==> src/hw/alu_pkg.sv <==
package alu_pkg;

   // ==========================================================
   // Data path
   // ==========================================================
   localparam int DATA_W = 8;

   typedef logic [DATA_W-1:0] data_t;
   typedef logic [4:0]        op_t;

   // ==========================================================
   // Operation codes
   // ==========================================================
   localparam op_t OP_ADD = 5'd0;
   localparam op_t OP_ADC = 5'd1;
   localparam op_t OP_SUB = 5'd2;
   localparam op_t OP_SBB = 5'd3;
   localparam op_t OP_INC = 5'd4;
   localparam op_t OP_DEC = 5'd5;
   localparam op_t OP_AND = 5'd6;
   localparam op_t OP_OR  = 5'd7;
   localparam op_t OP_XOR = 5'd8;
   localparam op_t OP_SHL = 5'd9;
   localparam op_t OP_SHR = 5'd10;
   localparam op_t OP_ROL = 5'd11;
   localparam op_t OP_ROR = 5'd12;
   localparam op_t OP_MUL = 5'd13;
   localparam op_t OP_DIV = 5'd14;  // Passes operand a through.
   localparam op_t OP_CMP = 5'd15;
   localparam op_t OP_SHA = 5'd16;
   localparam op_t OP_STC = 5'd17;
   localparam op_t OP_CLC = 5'd18;
   localparam op_t OP_MUH = 5'd19;

   typedef struct packed {
      logic c;  // Carry.
      logic v;  // Signed overflow from the adder.
      logic z;
      logic s;
   } flags_t;

endpackage
==> src/hw/exec_pkg.sv <==
package exec_pkg;

   // ==========================================================
   // Register file
   // ==========================================================
   localparam int REG_N  = 8;
   localparam int REG_AW = $clog2(REG_N);

   typedef logic [REG_AW-1:0] reg_addr_t;

   typedef struct packed {
      alu_pkg::op_t   op;
      reg_addr_t      dst;
      reg_addr_t      src_a;
      reg_addr_t      src_b;
      logic           use_imm;  // Operand b comes from imm.
      alu_pkg::data_t imm;
   } cmd_t;

   typedef struct packed {
      reg_addr_t        dst;
      alu_pkg::data_t   result;
      alu_pkg::flags_t  flags;
   } rsp_t;

   // ==========================================================
   // Queues and credits
   // ==========================================================
   localparam int CMD_DEPTH    = 4;  // Also the sender's starting credits.
   localparam int RSP_DEPTH    = 4;
   localparam int RSP_CREDITS  = 2;
   localparam int RSP_CREDIT_W = $clog2(RSP_CREDITS + 1);

   typedef logic [RSP_CREDIT_W-1:0] credit_t;

endpackage

==> src/hw/alu_core_top.sv <==
`timescale 1ns/100ps

module alu_core_top (
   input  logic                 clk,
   input  logic                 rst_n,
   // Command port.
   input  logic                 cmd_valid,
   input  alu_pkg::op_t         cmd_op,
   input  exec_pkg::reg_addr_t  cmd_dst,
   input  exec_pkg::reg_addr_t  cmd_src_a,
   input  exec_pkg::reg_addr_t  cmd_src_b,
   input  logic                 cmd_use_imm,
   input  alu_pkg::data_t       cmd_imm,
   output logic                 cmd_credit,
   // Response port.
   output logic                 rsp_valid,
   output exec_pkg::reg_addr_t  rsp_dst,
   output alu_pkg::data_t       rsp_result,
   output alu_pkg::flags_t      rsp_flags,
   input  logic                 rsp_credit
);

   exec_pkg::cmd_t   cmd_in;
   exec_pkg::cmd_t   cmd_head;
   logic             cmd_empty;
   logic             cmd_pop;
   exec_pkg::rsp_t   rsp_data;
   exec_pkg::rsp_t   rsp_head;
   logic             rsp_push;
   logic             rsp_pop;
   logic             rsp_full;
   logic             rsp_empty;
   alu_pkg::op_t     alu_op;
   logic             alu_ci;
   alu_pkg::data_t   alu_a;
   alu_pkg::data_t   alu_b;
   alu_pkg::data_t   alu_res;
   logic             alu_co;
   logic             alu_vo;
   logic             alu_zo;
   logic             alu_so;

   assign cmd_in = '{op: cmd_op, dst: cmd_dst, src_a: cmd_src_a, src_b: cmd_src_b,
                     use_imm: cmd_use_imm, imm: cmd_imm};
   assign cmd_credit = cmd_pop;

   // Sender credits keep this queue from overflowing.
   credit_fifo #(.DEPTH(exec_pkg::CMD_DEPTH), .payload_t(exec_pkg::cmd_t)) cmd_fifo_inst (
      .clk (clk), .rst_n (rst_n),
      .push (cmd_valid), .push_data (cmd_in),
      .pop (cmd_pop), .pop_data (cmd_head),
      .full (), .empty (cmd_empty)
   );

   credit_fifo #(.DEPTH(exec_pkg::RSP_DEPTH), .payload_t(exec_pkg::rsp_t)) rsp_fifo_inst (
      .clk (clk), .rst_n (rst_n),
      .push (rsp_push), .push_data (rsp_data),
      .pop (rsp_pop), .pop_data (rsp_head),
      .full (rsp_full), .empty (rsp_empty)
   );

   exec_unit exec_unit_inst (
      .clk (clk), .rst_n (rst_n),
      .cmd_head (cmd_head), .cmd_empty (cmd_empty), .cmd_pop (cmd_pop),
      .alu_op (alu_op), .alu_ci (alu_ci), .alu_a (alu_a), .alu_b (alu_b),
      .alu_res (alu_res), .alu_co (alu_co), .alu_vo (alu_vo),
      .alu_zo (alu_zo), .alu_so (alu_so),
      .rsp_push (rsp_push), .rsp_data (rsp_data), .rsp_full (rsp_full),
      .rsp_pop (rsp_pop), .rsp_head (rsp_head), .rsp_empty (rsp_empty),
      .rsp_credit (rsp_credit), .rsp_valid (rsp_valid), .rsp_dst (rsp_dst),
      .rsp_result (rsp_result), .rsp_flags (rsp_flags)
   );

   alu #(.WIDTH(alu_pkg::DATA_W)) alu_inst (
      .op (alu_op), .ci (alu_ci), .ai (alu_a), .bi (alu_b),
      .res (alu_res), .co (alu_co), .vo (alu_vo), .zo (alu_zo), .so (alu_so)
   );

endmodule

==> src/hw/exec_unit.sv <==
`timescale 1ns/100ps

module exec_unit (
   input  logic                 clk,
   input  logic                 rst_n,
   // Command queue head.
   input  exec_pkg::cmd_t       cmd_head,
   input  logic                 cmd_empty,
   output logic                 cmd_pop,
   // ALU.
   output alu_pkg::op_t         alu_op,
   output logic                 alu_ci,
   output alu_pkg::data_t       alu_a,
   output alu_pkg::data_t       alu_b,
   input  alu_pkg::data_t       alu_res,
   input  logic                 alu_co,
   input  logic                 alu_vo,
   input  logic                 alu_zo,
   input  logic                 alu_so,
   // Response queue.
   output logic                 rsp_push,
   output exec_pkg::rsp_t       rsp_data,
   input  logic                 rsp_full,
   output logic                 rsp_pop,
   input  exec_pkg::rsp_t       rsp_head,
   input  logic                 rsp_empty,
   // Response port.
   input  logic                 rsp_credit,
   output logic                 rsp_valid,
   output exec_pkg::reg_addr_t  rsp_dst,
   output alu_pkg::data_t       rsp_result,
   output alu_pkg::flags_t      rsp_flags
);

   alu_pkg::data_t     regs [exec_pkg::REG_N];
   alu_pkg::flags_t    flags_q;
   alu_pkg::flags_t    flags_new;
   logic               issue;
   logic               wr_en;
   exec_pkg::credit_t  credit_cnt;

   // ==========================================================
   // Issue and operand read
   // ==========================================================
   assign issue   = !cmd_empty && !rsp_full;
   assign cmd_pop = issue;  // Also returned upstream as the command credit.

   assign alu_op = cmd_head.op;
   assign alu_ci = flags_q.c;
   assign alu_a  = (cmd_head.src_a == '0) ? '0 : regs[cmd_head.src_a];

   always_comb begin
      if (cmd_head.use_imm) begin
         alu_b = cmd_head.imm;
      end else if (cmd_head.src_b == '0) begin
         alu_b = '0;  // Register 0 reads as zero.
      end else begin
         alu_b = regs[cmd_head.src_b];
      end
   end

   assign flags_new = '{c: alu_co, v: alu_vo, z: alu_zo, s: alu_so};

   // Compare updates flags only.
   assign wr_en = issue && (cmd_head.op != alu_pkg::OP_CMP) && (cmd_head.dst != '0);

   // ==========================================================
   // Register file and flags
   // ==========================================================
   always_ff @(posedge clk or negedge rst_n) begin
      if (!rst_n) begin
         for (int i = 0; i < exec_pkg::REG_N; i++) begin
            regs[i] <= '0;
         end
         flags_q <= '0;
      end else begin
         if (wr_en) begin
            regs[cmd_head.dst] <= alu_res;
         end
         if (issue) begin
            flags_q <= flags_new;
         end
      end
   end

   assign rsp_push = issue;
   assign rsp_data = '{dst: cmd_head.dst, result: alu_res, flags: flags_new};

   // ==========================================================
   // Downstream credits and response output
   // ==========================================================
   assign rsp_pop = !rsp_empty && (credit_cnt != '0);

   always_ff @(posedge clk or negedge rst_n) begin
      if (!rst_n) begin
         credit_cnt <= exec_pkg::credit_t'(exec_pkg::RSP_CREDITS);
         rsp_valid  <= 1'b0;
      end else begin
         credit_cnt <= credit_cnt - exec_pkg::credit_t'(rsp_pop)
                       + exec_pkg::credit_t'(rsp_credit);
         rsp_valid  <= rsp_pop;
      end
   end

   always_ff @(posedge clk) begin
      if (rsp_pop) begin
         rsp_dst    <= rsp_head.dst;
         rsp_result <= rsp_head.result;
         rsp_flags  <= rsp_head.flags;
      end
   end

endmodule

==> src/hw/credit_fifo.sv <==
`timescale 1ns/100ps

module credit_fifo #(
   parameter int  DEPTH     = 4,
   parameter type payload_t = logic
) (
   input  logic      clk,
   input  logic      rst_n,
   input  logic      push,
   input  payload_t  push_data,
   input  logic      pop,
   output payload_t  pop_data,
   output logic      full,
   output logic      empty
);

   payload_t                      mem [DEPTH];
   logic [$clog2(DEPTH)-1:0]      wr_ptr;
   logic [$clog2(DEPTH)-1:0]      rd_ptr;
   logic [$clog2(DEPTH+1)-1:0]    count;
   logic                          do_push;
   logic                          do_pop;

   assign do_push = push && !full;
   assign do_pop  = pop && !empty;

   always_ff @(posedge clk) begin
      if (do_push) begin
         mem[wr_ptr] <= push_data;
      end
   end

   always_ff @(posedge clk or negedge rst_n) begin
      if (!rst_n) begin
         wr_ptr <= '0;
         rd_ptr <= '0;
         count  <= '0;
      end else begin
         if (do_push) begin
            wr_ptr <= (wr_ptr == DEPTH - 1) ? '0 : wr_ptr + 1'b1;
         end
         if (do_pop) begin
            rd_ptr <= (rd_ptr == DEPTH - 1) ? '0 : rd_ptr + 1'b1;
         end
         case ({do_push, do_pop})
            2'b10:   count <= count + 1'b1;
            2'b01:   count <= count - 1'b1;
            default: count <= count;  // Both or neither keeps occupancy.
         endcase
      end
   end

   assign pop_data = mem[rd_ptr];
   assign full     = (count == DEPTH);
   assign empty    = (count == 0);

endmodule

==> src/hw/alu.sv <==
`timescale 1ns/100ps

module alu #(
   parameter int WIDTH = alu_pkg::DATA_W
) (
   input  alu_pkg::op_t    op,
   input  logic            ci,
   input  alu_pkg::data_t  ai,
   input  alu_pkg::data_t  bi,
   output alu_pkg::data_t  res,
   output logic            co,
   output logic            vo,
   output logic            zo,
   output logic            so
);

   logic                  cin;
   alu_pkg::data_t        op2;
   alu_pkg::data_t        ares;
   logic                  aco;
   logic [2*WIDTH-1:0]    mres;

   // ==========================================================
   // Operand conditioning
   // ==========================================================
   always_comb begin
      case (op)
         alu_pkg::OP_SUB, alu_pkg::OP_SBB, alu_pkg::OP_CMP: op2 = ~bi;
         alu_pkg::OP_INC: op2 = '0;
         alu_pkg::OP_DEC: op2 = '1;
         default:         op2 = bi;
      endcase
   end

   always_comb begin
      case (op)
         alu_pkg::OP_ADD, alu_pkg::OP_DEC: cin = 1'b0;
         alu_pkg::OP_SUB, alu_pkg::OP_CMP, alu_pkg::OP_INC: cin = 1'b1;
         default: cin = ci;  // Carry chain for adc and sbb.
      endcase
   end

   adder #(.WIDTH(WIDTH)) adder_inst (
      .ci  (cin),
      .ai  (ai),
      .bi  (op2),
      .res (ares),
      .co  (aco),
      .vo  (vo)  // Overflow is reported for every code.
   );

   assign mres = ai * bi;

   // ==========================================================
   // Result and carry selection
   // ==========================================================
   always_comb begin
      case (op)
         alu_pkg::OP_ADD, alu_pkg::OP_ADC, alu_pkg::OP_SUB, alu_pkg::OP_SBB,
         alu_pkg::OP_CMP, alu_pkg::OP_INC, alu_pkg::OP_DEC: res = ares;
         alu_pkg::OP_AND: res = ai & bi;
         alu_pkg::OP_OR:  res = ai | bi;
         alu_pkg::OP_XOR: res = ai ^ bi;
         alu_pkg::OP_SHL: res = {ai[WIDTH-2:0], 1'b0};
         alu_pkg::OP_SHR: res = {1'b0, ai[WIDTH-1:1]};
         alu_pkg::OP_SHA: res = {ai[WIDTH-1], ai[WIDTH-1:1]};
         alu_pkg::OP_ROL: res = {ai[WIDTH-2:0], ci};  // Rotates through carry.
         alu_pkg::OP_ROR: res = {ci, ai[WIDTH-1:1]};
         alu_pkg::OP_MUL: res = mres[WIDTH-1:0];
         alu_pkg::OP_MUH: res = mres[2*WIDTH-1:WIDTH];
         default:         res = ai;  // Div and unused codes.
      endcase
   end

   always_comb begin
      case (op)
         alu_pkg::OP_ADD, alu_pkg::OP_ADC, alu_pkg::OP_SUB, alu_pkg::OP_SBB,
         alu_pkg::OP_CMP, alu_pkg::OP_INC, alu_pkg::OP_DEC: co = aco;
         alu_pkg::OP_SHL, alu_pkg::OP_ROL: co = ai[WIDTH-1];
         alu_pkg::OP_SHR, alu_pkg::OP_SHA, alu_pkg::OP_ROR: co = ai[0];
         alu_pkg::OP_STC: co = 1'b1;
         alu_pkg::OP_CLC: co = 1'b0;
         default:         co = ci;
      endcase
   end

   assign zo = ~|res;
   assign so = res[WIDTH-1];

endmodule

==> src/hw/adder.sv <==
`timescale 1ns/100ps

module adder #(
   parameter int WIDTH = alu_pkg::DATA_W
) (
   input  logic            ci,
   input  alu_pkg::data_t  ai,
   input  alu_pkg::data_t  bi,
   output alu_pkg::data_t  res,
   output logic            co,
   output logic            vo
);

   logic [WIDTH:0] sum;

   always_comb begin
      sum = {1'b0, ai} + {1'b0, bi} + {{WIDTH{1'b0}}, ci};
   end

   assign res = sum[WIDTH-1:0];
   assign co  = sum[WIDTH];

   // Same input signs but a different result sign.
   assign vo = (ai[WIDTH-1] == bi[WIDTH-1]) && (res[WIDTH-1] != ai[WIDTH-1]);

endmodule

==> config.mk <==
export PLATFORM = sky130hd
export DESIGN_NAME = alu_core_top
export DESIGN_NICKNAME = d
export VERILOG_FILES = /design/src/hw/alu_pkg.sv /design/src/hw/exec_pkg.sv /design/src/hw/alu_core_top.sv /design/src/hw/exec_unit.sv /design/src/hw/credit_fifo.sv /design/src/hw/alu.sv /design/src/hw/adder.sv
export SDC_FILE = /design/constraint.sdc
export NUM_CORES = 1
export LEC_CHECK = 0
export ABC_AREA = 0
export BUFFER_PORTS_ARGS = -buffer_cell sky130_fd_sc_hd__buf_2
export CORE_MARGIN = 2
export CORE_UTILIZATION = 40
export CTS_CLUSTER_SIZE = 10
export DETAILED_ROUTE_END_ITERATION = 8
export SLEW_MARGIN = 20
export SYNTH_ARGS = -nofsm -noshare
export SYNTH_HDL_FRONTEND = slang
export SYNTH_SLANG_ARGS = --single-unit
==> constraint.sdc <==
create_clock -name clk -period 17.4 [get_ports clk]
set_input_delay 2.61 -clock clk [delete_from_list [all_inputs] [get_ports clk]]
set_output_delay 2.61 -clock clk [all_outputs]
set_load 0.01 [all_outputs]
Yosys cells after proc, flatten, opt, wreduce, memory -nomap -nowiden
Memory sizes are Yosys's and may differ from the RTL's. A register that Yosys moved wholly into a read port is not among the register bits. Index checks and enable logic that the tools add are counted.

Flip-flop bits (word level): 82. Memory bits (writable): 152. Bits of input ports: 27. Output and inout bits: 17. Logic and storage cells: 131. Memories kept: 2.

Memory list: cmd_fifo_inst.mem (words 4, width 23, read ports 1, clocked after memory_dff 0, wr ports 1, line credit_fifo.sv:17) `payload_t mem [DEPTH];`; rsp_fifo_inst.mem (words 4, width 15, read ports 1, clocked after memory_dff 1, wr ports 1, line credit_fifo.sv:17).

$add $sub $neg: 12. Multiply operators: 1. Magnitude comparators: 4. Equality and inequality tests: 31. Multiplexer cells: 26. Bitwise logic cells: 7. Reductions and logical operators: 31.

Operators by type and width (count): 8-bit case mux with 11 select lines (1); 64-bit bitwise mux (1); 8-bit 2-to-1 mux (8); 8-bit binary-select mux with 3-bit select (2); 5-bit by 4-bit == test with 1-bit output, second input constant (7); 8-bit demux with 3-bit select (1); 8-bit case mux with 3 select lines (1); 5-bit by 3-bit == test with 1-bit output, second input constant (4); 5-bit == test, second input constant (4); 8-bit by 8-bit multiplier with 16-bit output (1); 2-bit == test, second input constant (6); 4-bit greater-or-equal comparator, second input constant (3); 3-bit logical NOT (4); 3-bit inverter with 4-bit output (3); 3-bit case mux with 2 select lines (2); 5-bit by 2-bit == test with 1-bit output, second input constant (2); 1-bit logical AND (10); 8-bit by 8-bit adder with 9-bit output (1); 9-bit by 1-bit adder with 9-bit output (1); 3-bit OR reduction (3); 2-bit by 1-bit adder with 2-bit output, second input constant (4); 8-bit AND (1); 2-bit 2-to-1 mux (4); 8-bit inverter (1); other kinds (23) (37).

Logic depth before layout (Yosys ltp)
Gate-level depths: netlist of the first run. An unclocked memory read counts as a cell.

Depth after elaboration: 14. Mapped depth: 30.

Hierarchy
A second synthesis of the first run with hierarchy kept.

Cells, all modules: 1069. Area, all modules: 14281.2 sq um.

By module, submodules not included: exec_unit (times used 1, cells each 291, area each 4062.6 sq um); credit_fifo at cmd_fifo_inst (times used 1, cells each 161, area each 3812.4 sq um); alu (times used 1, cells each 456, area each 3415.8 sq um); credit_fifo at rsp_fifo_inst (times used 1, cells each 119, area each 2653.8 sq um); adder (times used 1, cells each 42, area each 336.6 sq um).

Worst setup path before layout of the first run
Ideal clock, no wire load.

Path kind: flip-flop to flip-flop. Start point: register cmd_fifo_inst.rd_ptr[0]. End point: memory rsp_fifo_inst.mem[0][1] (netlist bit) (data pin). Library setup time: 0.280 ns. Arrival: 7.109 ns. Slack: 10.011 ns. Cell stages (with the launch flop): 28. Path through: dfrtp_1 buf_6 buf_4 mux4_2 buf_2 buf_6 mux2_2 a221oi_1 a21oi_1 mux2i_1 inv_1 ha_1 fa_1 fa_1 fa_1 inv_1 fa_1 inv_1 ha_1 a2111oi_0 o21ai_0 a31o_2 a41oi_1 xnor2_1 nand2_1 a21o_1 a32oi_2 nor4_2.

Cells in the longest elaborated chain, start to end: 14.

Ends and longest elaborated chain: start, declared (line credit_fifo.sv:19) `logic [$clog2(DEPTH)-1:0] rd_ptr;`; start signal, assigned (line credit_fifo.sv:43) `rd_ptr <= (rd_ptr == DEPTH - 1) ? '0 : rd_ptr + 1'b1;`; memory read 4 x 23 bit (*); 3-bit inverter with 4-bit output (not written as such) (line exec_unit.sv:58) `alu_b = regs[cmd_head.src_b];`; 8-bit binary-select mux with 3-bit select (line exec_unit.sv:58); 8-bit 2-to-1 mux (not written as such) (2 in a row) (line exec_unit.sv:58); 8-bit 2-to-1 mux (line exec_unit.sv:55) `end else if (cmd_head.src_b == '0) begin`; 8-bit 2-to-1 mux (line exec_unit.sv:53) `if (cmd_head.use_imm) begin`; 8-bit inverter (line alu.sv:28) `alu_pkg::OP_SUB, alu_pkg::OP_SBB, alu_pkg::OP_CMP: op2 = ~bi;`; 8-bit case mux with 3 select lines (line alu.sv:27) `case (op)`; 8-bit by 8-bit adder with 9-bit output (line adder.sv:17) `sum = {1'b0, ai} + {1'b0, bi} + {{WIDTH{1'b0}}, ci};`; 9-bit by 1-bit adder with 9-bit output (line adder.sv:17); 8-bit case mux with 11 select lines (*) (line alu.sv:58) `case (op)`; net alu_inst.res[7] (line alu.sv:10) `output alu_pkg::data_t res,`; 8-bit OR reduction (*) (line alu.sv:87) `assign zo = ~|res;`; 1-bit logical NOT (*) (line alu.sv:87); net alu_inst.zo (line alu.sv:13) `output logic zo,`; end, declared (line credit_fifo.sv:17).

The timed path passes the listed nets; every way through them passes the cells marked *. The select of a mux whose other input is x is not followed.

Worst setup path in the final report of the first run
Start point: register cmd_fifo_inst.rd_ptr[0]. End point: memory rsp_fifo_inst.mem[1][1] (netlist bit) (data pin).

The elaborated chain is that of the path after synthesis.

==> impl_metrics.yaml, run 1 <==
clocking:
  cts_tree: "yes"
  cts_buffer_depth: 3
  worstSkewPairLatency_ns: 0.54
  post_cts_buffers: 0
  cts_resized: 0
  ctsHoldBuffers: 0
  cts_buffers: 28
  h-tree-depth: 1
  path_clk_slew_ns: 0.07
  cts.sinks: 237
  cts-root-buf: "clkbuf_16"
placement:
  place.gp.congestion: 0.926
  port_buffers: 43
  hpwl_um: 21500
worst_setup_path:
  cp_num_buf_inv: 4
  critPathMaxStageDelay_ns: 0.84
  rr_endpoint: "rsp_fifo_inst.mem[1][1]"
  r2r_start: "cmd_fifo_inst.rd_ptr[0]"
  crit_type: "reg -> reg"
  path_depth: 24
  critPathLaunch: "cmd_fifo_inst.rd_ptr[0]"
  cp_cell_sequence: "buf_4 -> mux4_2 -> nor2b_1 -> a221oi_1 -> a21oi_1 -> mux2i_1 -> inv_1 -> ha_1 -> fa_1 -> fa_1 -> fa_1 -> inv_1 -> fa_1 -> inv_1 -> ha_1 -> a2111oi_0 -> o21ai_0 -> a31o_2 -> a41oi_1 -> xnor2_1 -> nand2_1 -> a21o_1 -> a32oi_2 -> nor4_2"
  crit_family: "adder cells"
  endpoint_kind: "register"
  worstPathRequired_ns: 17.65
  cp.arrival_ns: 8.82
  slowest_stage: "mux4_2"
  critPathLaunchType: "register"
  crit_path_end: "rsp_fifo_inst.mem[1][1]"
  r2r_setup_slack_ns: 8.83
  r2r_cells: 24
  path_common_cell: "fa_1"
  path_max_fanout: 27
synth:
  syn-cell-area_mm2: 0.0137
  synth.distinct_cells: 81
  ys.flop_type: "edfxtp_1"
  ys_seq_area_frac: 0.492
  synth-compound-area-share: 0.0877
  muxShareOfSynthArea: 0.157
  yosysTopAreaCell: "edfxtp_1"
  synth-seq-cells: 237
  syn-num-nets: 1176
  synth-simple-area-share: 0.0711
  async_flop_share: 0.316
  synth-warning-count: 0
  netlist_instances: 1036
  synth_fa_ha_area_frac: 0.125
  synth_top_family_by_area: "multiplexers"
  synth_xor_xnor_area_share: 0.0173
  synth.avg_cell_area_um2: 13.2
  synth_area_leaders: "edfxtp_1 36%, dfrtp_1 14%, mux4_2 7.7%"
  synth_edf_count: 162
  synth_top_area_share: 0.355
global_routing:
  gr-total-overflow: 0
  grt_use_total: 0.173
  grt_pass1_vias: 8473
  grt_pass1_wl_um: 48500
  antenna_found_initial: 0
  grt_max_degree: 76
timing:
  fmax_mhz: 117
  drv_slew: 0
  finalSetupTns_ns: 0
  min_period_over_period: 0.492
  skew_ns: 0.0215
  rsz0062_at_grt: "false"
  worst_slew_pin_slew_ns: 1.07
  hold_violations: 0
  max_slew_margin: 0.279
  setup_violations: 0
  min_period_ns: 8.57
job:
  drv_cap: 0
detailed_routing:
  wl_per_cell_um: 19.7
  vias: 8296
  dr.first_iter.drc_count: 508
  route.detailed.drc: 0
  totalWireLength_um: 30400
  viasPerCell: 5.38
  detail-route-antenna-nets: 0
  drtPass1Iterations: 5
finish:
  fin_nets: 1212
  nFillCells: 3028
  final_cell_mix: "162 x edfxtp_1, 112 x inv_1, 74 x dfrtp_1"
  final_common_cell: "edfxtp_1"
  seqCellArea_mm2: 0.00674
  multi_input_area_mm2: 0.00628
  final_layout_size_suffix_gt1_frac: 0.214
  area_growth_pct: 10.5
  antenna_cells: 0
floorplanning:
  core_mm2: 0.0336
  die_w_um: 189
  placementRows: 67
  die_y_um: 189
  start_util: 0.407
  dieArea_mm2: 0.0357
  ios: 44
status:
  outcome: "complete, no violations"
hold_path:
  hold_path_class: "reg -> reg"
-- per-layer routing --
metal / vias to the layer above / wire, um / global-route usage
met3: 49 / 1590 / 0.0248
li1: 3878 / - / -
met5: - / 0 / 0
met1: 4139 / 14300 / 0.254
met2: 230 / 13700 / 0.272
met4: 0 / 714 / 0.0427
-- cells in the mapped netlist (all sizes together) (4+ instances only) --
cell	number
buf	27
nand3	11
nand2	44
a211oi	7
or3	5
a21oi	33
nand3b	4
a21o	8
nor2	65
a32oi	7
mux4	47
nor3b	4
a221oi	12
inv	114
a31oi	6
o22ai	12
o21ai	31
xnor2	15
a221o	4
xor2	12
mux2	72
fa	40
and3	4
a22oi	4
nor3	8
mux2i	24
ha	73
and2	12
nand2b	10
clkbuf	20
dfrtp	74
nor2b	12
nor4	4
edfxtp	162
-- through the flow --
step	worst slack [ns]	area, um^2	instances	util	hold WS [ns]
floorplan	10.01	13700	1036	-	0.425
global placement	9.01	14300	1490	0.426	0.404
detailed placement	8.79	14300	1490	0.426	0.393
CTS	8.77	15100	1542	0.450	0.408
global route	8.21	15100	1542	0.450	0.417
finish	8.83	15100	1542	0.450	0.401
-- flip-flops by register name (all words and copies together), names as in the netlist, 3 cells and up --
name	flops
exec_unit_inst.rsp_flags	3
exec_unit_inst.rsp_dst	3
rsp_fifo_inst.count	3
exec_unit_inst.rsp_result	8
rsp_fifo_inst.mem	56
cmd_fifo_inst.mem	92
exec_unit_inst.regs	57
cmd_fifo_inst.count	3
-- layout make-up --
| class | count | share of cell area |
|---|---|---|
| inverter | 115 | 0.0288 |
| clock inverter | 2 | 0.000826 |
| multi-input combinational | 637 | 0.415 |
| timing repair buffer | 53 | 0.0193 |
| tap | 448 | 0.0370 |
| clock buffer | 50 | 0.0538 |
| sequential | 237 | 0.445 |
-- cells by family after synthesis --
kind of cell,count (synthesis)
AO/OA/AOI/OAI,160
flip-flops,237
adder cells (fa/ha/maj),113
XOR/XNOR,27
multiplexers,143
AND/OR/NAND/NOR,194
buffers and inverters,162
-- worst min-delay path by stage --
stage	startpoint	end	slack, ns	cells after the start
2_1_floorplan	exec_unit_inst.regs[57]	exec_unit_inst.regs[57]	0.42	1
3_3_place_gp	exec_unit_inst.regs[57]	exec_unit_inst.regs[57]	0.40	0
3_5_place_dp	exec_unit_inst.regs[57]	exec_unit_inst.regs[57]	0.39	0
4_1_cts	exec_unit_inst.regs[57]	exec_unit_inst.regs[57]	0.41	0
5_1_grt	exec_unit_inst.regs[57]	exec_unit_inst.regs[57]	0.42	0
6_report	exec_unit_inst.regs[57]	exec_unit_inst.regs[57]	0.40	0
Power of run 1 is not shown: default switching activity piles up to over one toggle a cycle in this logic, so the estimate is an artifact.
==> run 2, diff against run 1 <==
- clock period: 17.4 -> 7 ns (I/O delays scaled with it)
==> run 2 against run 1 <==
Effect of this change: core utilization is 2.6 points higher; via count is 5.6% higher; clock skew is 0.0056 ns lower; flip-flop and latch count stayed put; design area is 5.8% higher; setup slack worse by 8.6 ns; wire length is 9.2% higher; clock-buffer cell count stayed put.
==> impl_metrics.yaml, run 2 (synthesized netlist as in run 1, its figures left out) <==
status:
  outcome: "complete, no violations"
floorplanning:
  start_util: 0.407
  placementRows: 67
  core_mm2: 0.0336
  die_y_um: 189
  ios: 44
  dieArea_mm2: 0.0357
  die_w_um: 189
timing:
  drv_slew: 0
  hold_violations: 0
  worst_slew_pin_slew_ns: 1.11
  skew_ns: 0.0159
  rsz0062_at_grt: "true"
  min_period_over_period: 0.971
  finalSetupTns_ns: 0
  min_period_ns: 6.80
  fmax_mhz: 147
  setup_violations: 0
  setup_slack_ns: 0.201
  max_slew_margin: 0.258
worst_setup_path:
  r2r_cells: 26
  cp.arrival_ns: 7.27
  r2r_start: "cmd_fifo_inst.rd_ptr[0]"
  path_max_fanout: 6
  critPathMaxStageDelay_ns: 0.59
  slowest_stage: "mux4_2"
  crit_family: "adder cells"
  worstPathRequired_ns: 7.47
  endpoint_kind: "register"
  path_common_cell: "fa_1"
  rr_endpoint: "exec_unit_inst.regs[55]"
  r2r_setup_slack_ns: 0.20
  crit_type: "reg -> reg"
  cp_num_buf_inv: 6
  critPathLaunchType: "register"
detailed_routing:
  viasPerCell: 5.42
  detail-route-antenna-nets: 0
  dr.first_iter.drc_count: 496
  drtPass1Iterations: 5
  totalWireLength_um: 33200
  route.detailed.drc: 0
  vias: 8760
  wl_per_cell_um: 20.5
clocking:
  cts-root-buf: "clkbuf_16"
  cts.sinks: 237
  cts_buffer_depth: 3
  path_clk_slew_ns: 0.06
  h-tree-depth: 1
  cts_tree: "yes"
  cts_buffers: 28
  worstSkewPairLatency_ns: 0.54
hold_path:
  min_from: "exec_unit_inst.regs[57]"
  hold_path_class: "reg -> reg"
  hold_depth: 0
  whs_endpoint: "exec_unit_inst.regs[57]"
global_routing:
  antenna_found_initial: 0
  grt_max_degree: 76
  grt_pass1_wl_um: 51900
  grt_pass1_vias: 9056
  gr-total-overflow: 0
  grt_use_total: 0.186
finish:
  area_growth_pct: 17.0
  fin_nets: 1286
  largest_reg_flops: 92
  nFillCells: 2933
  final_layout_size_suffix_gt1_frac: 0.292
  final_common_cell: "edfxtp_1"
  reg_top3: "cmd_fifo_inst.mem (92), exec_unit_inst.regs (57), rsp_fifo_inst.mem (56)"
  antenna_cells: 0
  max_flop_register: "cmd_fifo_inst.mem"
  final_cell_mix: "162 x edfxtp_1, 102 x inv_1, 73 x dfrtp_1"
placement:
  place.gp.congestion: 0.936
  hpwl_um: 23400
  pre_cts_slack_ns: -0.0703
  port_buffers: 43
job:
  drv_cap: 0
-- run 2: area by class of cell --
| class | instances | area, um^2 | share of cell area |
|---|---|---|---|
| sequential | 237 | 6740 | 0.421 |
| multi-input combinational | 638 | 6470 | 0.404 |
| timing repair buffer | 126 | 971 | 0.0606 |
| clock buffer | 50 | 813 | 0.0507 |
| tap | 448 | 561 | 0.0350 |
| inverter | 115 | 437 | 0.0272 |
| clock inverter | 2 | 25.0 | 0.00156 |
-- run 2: worst max path at each step --
stage	slack, ns	cells past startpoint	startpoint	end
finish	0.20	26	cmd_fifo_inst.rd_ptr[0]	exec_unit_inst.regs[55]
global route	-0.04	27	cmd_fifo_inst.rd_ptr[0]	exec_unit_inst.regs[55]
CTS	0.03	26	cmd_fifo_inst.rd_ptr[0]	exec_unit_inst.regs[14]
detailed placement	-0.07	25	cmd_fifo_inst.rd_ptr[0]	rsp_fifo_inst.mem[0][1]
global placement	0.06	26	cmd_fifo_inst.rd_ptr[0]	rsp_fifo_inst.mem[0][1]
floorplan	0.02	28	cmd_fifo_inst.rd_ptr[0]	rsp_fifo_inst.mem[0][1]
-- run 2: per-stage QoR --
step / cell area [um^2] / utilization / hold slack, ns / instances
CTS: 15700 / 0.466 / 0.392 / 1596
floorplan: 13800 / - / 0.425 / 1036
global placement: 14800 / 0.440 / 0.372 / 1544
detailed placement: 14800 / 0.440 / 0.380 / 1544
finish: 16000 / 0.477 / 0.389 / 1616
global route: 16000 / 0.477 / 0.407 / 1616
-- run 2: worst register-to-register path: stages, from the launching register on --
cell and delay (ns):
dfrtp_2 0.40, mux4_2 0.59, buf_12 0.17, mux2_2 0.26, a221oi_1 0.24, a21oi_1 0.09
mux2i_2 0.29, inv_2 0.10, nand2_1 0.09, fa_1 0.44, fa_1 0.59, inv_2 0.05
fa_1 0.52, inv_1 0.05, fa_1 0.49, inv_2 0.05, ha_4 0.24, a2111oi_4 0.38
o21ai_1 0.15, a31o_2 0.26, a41oi_2 0.15, xnor2_1 0.15, nand2_1 0.13, a21o_1 0.25
a32oi_4 0.30, clkbuf_16 0.22, mux2_1 0.12
-- run 2: repair_timing --
action | in CTS | in global routing
endpoints found under the setup margin | 11 | 58
pin swaps | 0 | 23
buffers inserted | 0 | 17
gates cloned | 0 | 2
gates resized for setup | 3 | 47
hold buffers | 0 | 0
hold endpoints to repair | 0 | 0
-- run 2: layer usage --
layer | part of all wire | global-route usage
met1 | 0.46 | 0.266
met2 | 0.47 | 0.302
met3 | 0.047 | 0.0263
met4 | 0.020 | 0.0433
met5 | 0 | 0
Power of run 2 is left out for the same reason.
==> run 3, diff against run 2 <==
- CORE_UTILIZATION: 40 -> 45
- SETUP_SLACK_MARGIN: unset -> 0.3
==> run 3 against run 2 <==
Effect of this change: global-route usage grew 2.9 points; register-to-register slack better by 0.04 ns; critical path depth unchanged; flip-flop and latch count stayed put; non-clock buffer count rose by 38; setup slack better by 0.043 ns; hold slack better by 0.017 ns; final cell count down 1.5%; first-iteration DRC count grew 62%.
==> impl_metrics.yaml, run 3 (synthesized netlist as in run 1, its figures left out) <==
detailed_routing:
  totalWireLength_um: 33500
  wl_per_cell_um: 21.0
  drtPass1Iterations: 5
  detail-route-antenna-nets: 0
  dr.first_iter.drc_count: 803
  route.detailed.drc: 0
  vias: 8905
  viasPerCell: 5.59
timing:
  min_period_ns: 6.76
  skew_ns: 0.0167
  rsz0062_at_grt: "true"
  drv_slew: 0
  max_slew_margin: 0.322
  min_period_over_period: 0.965
  fmax_mhz: 148
  setup_violations: 0
  finalSetupTns_ns: 0
  hold_violations: 0
  worst_slew_pin_slew_ns: 1.01
  holdWs_ns: 0.405
worst_setup_path:
  critPathLaunchType: "register"
  path_depth: 26
  crit_type: "reg -> reg"
  critPathMaxStageDelay_ns: 0.65
  cp.arrival_ns: 7.16
  path_max_fanout: 7
  slowest_stage: "mux4_2"
  cp_num_buf_inv: 9
  r2r_cells: 26
  crit_family: "adder cells"
  worstPathRequired_ns: 7.41
  endpoint_kind: "register"
  path_common_cell: "fa_1"
finish:
  finalNonFillerCells: 1592
  antenna_cells: 0
  area_growth_pct: 20.2
  final_cell_mix: "162 x edfxtp_1, 96 x inv_1, 93 x buf_4"
  nFillCells: 2476
  final_layout_size_suffix_gt1_frac: 0.341
  largest_reg_flops: 92
  fin_nets: 1322
  final_common_cell: "edfxtp_1"
  fin_util: 0.553
  reg_top3: "cmd_fifo_inst.mem (92), exec_unit_inst.regs (57), rsp_fifo_inst.mem (56)"
  max_flop_register: "cmd_fifo_inst.mem"
floorplanning:
  ios: 44
  core_mm2: 0.0298
  die_y_um: 178
  start_util: 0.460
  die_w_um: 178
  placementRows: 63
  dieArea_mm2: 0.0318
placement:
  hpwl_um: 23500
  port_buffers: 43
  dp_cells: 1488
  place.gp.congestion: 0.961
clocking:
  path_clk_slew_ns: 0.06
  worstSkewPairLatency_ns: 0.53
  cts_buffer_depth: 3
  cts_buffers: 27
  h-tree-depth: 1
  cts-root-buf: "clkbuf_16"
  cts_tree: "yes"
  cts.sinks: 237
global_routing:
  grt_use_total: 0.215
  grt_pass1_wl_um: 52100
  grt_pass1_vias: 9069
  grt_max_degree: 76
  gr-total-overflow: 0
  antenna_found_initial: 0
status:
  outcome: "complete, no violations"
job:
  drv_cap: 0
hold_path:
  hold_depth: 0
  hold_path_class: "reg -> reg"
==> run 3: cell types whose count changed in the layout (fill, tap and decap cells not counted), sizes merged <==
cell,change
buf,+38
clkbuf,-2
clkinv,-1
mux4,-1
==> run 3: through the flow <==
step / area, um^2 / setup WS, ns
after floorplan: 13800 / 0.234
after global placement: 14800 / -0.0873
after detailed placement: 14800 / -0.165
after CTS: 16000 / 0.269
after global routing: 16500 / -0.00162
final: 16500 / 0.244
==> run 3: final timing paths <==
check                                         from                           end  slack [ns]
hold / removal             exec_unit_inst.regs[57]       exec_unit_inst.regs[57]        0.41
min in group asynchronous                    rst_n       cmd_fifo_inst.wr_ptr[1]        0.50
hold reg to reg            exec_unit_inst.regs[57]       exec_unit_inst.regs[57]        0.41
setup / recovery           cmd_fifo_inst.rd_ptr[0]       exec_unit_inst.regs[29]        0.24
setup reg to reg           cmd_fifo_inst.rd_ptr[0]       exec_unit_inst.regs[29]        0.24
max in group asynchronous                    rst_n  exec_unit_inst.credit_cnt[1]        5.84
==> run 3: area by class of cell <==
class	instances	area [um^2]	share of cell area
clock buffer	48	764	0.0464
tap	390	488	0.0296
timing repair buffer	164	1350	0.0821
clock inverter	1	8.76	0.000532
inverter	115	442	0.0268
multi-input combinational	637	6670	0.405
sequential	237	6740	0.410
==> run 3: repair_timing <==
| item | in CTS | in global routing |
|---|---|---|
| hold buffers | 0 | 0 |
| resized for setup | 36 | 66 |
| buffers inserted | 18 | 31 |
| endpoints found under the setup margin | 74 | 69 |
| gates cloned | 3 | 2 |
| pin swaps | 12 | 31 |
==> run 3: per-layer routing <==
layer,global-route usage,part of all wire
met4,0.0627,0.026
met3,0.0266,0.048
met5,0,0
met1,0.312,0.46
met2,0.342,0.47
Power of run 3 is left out for the same reason.
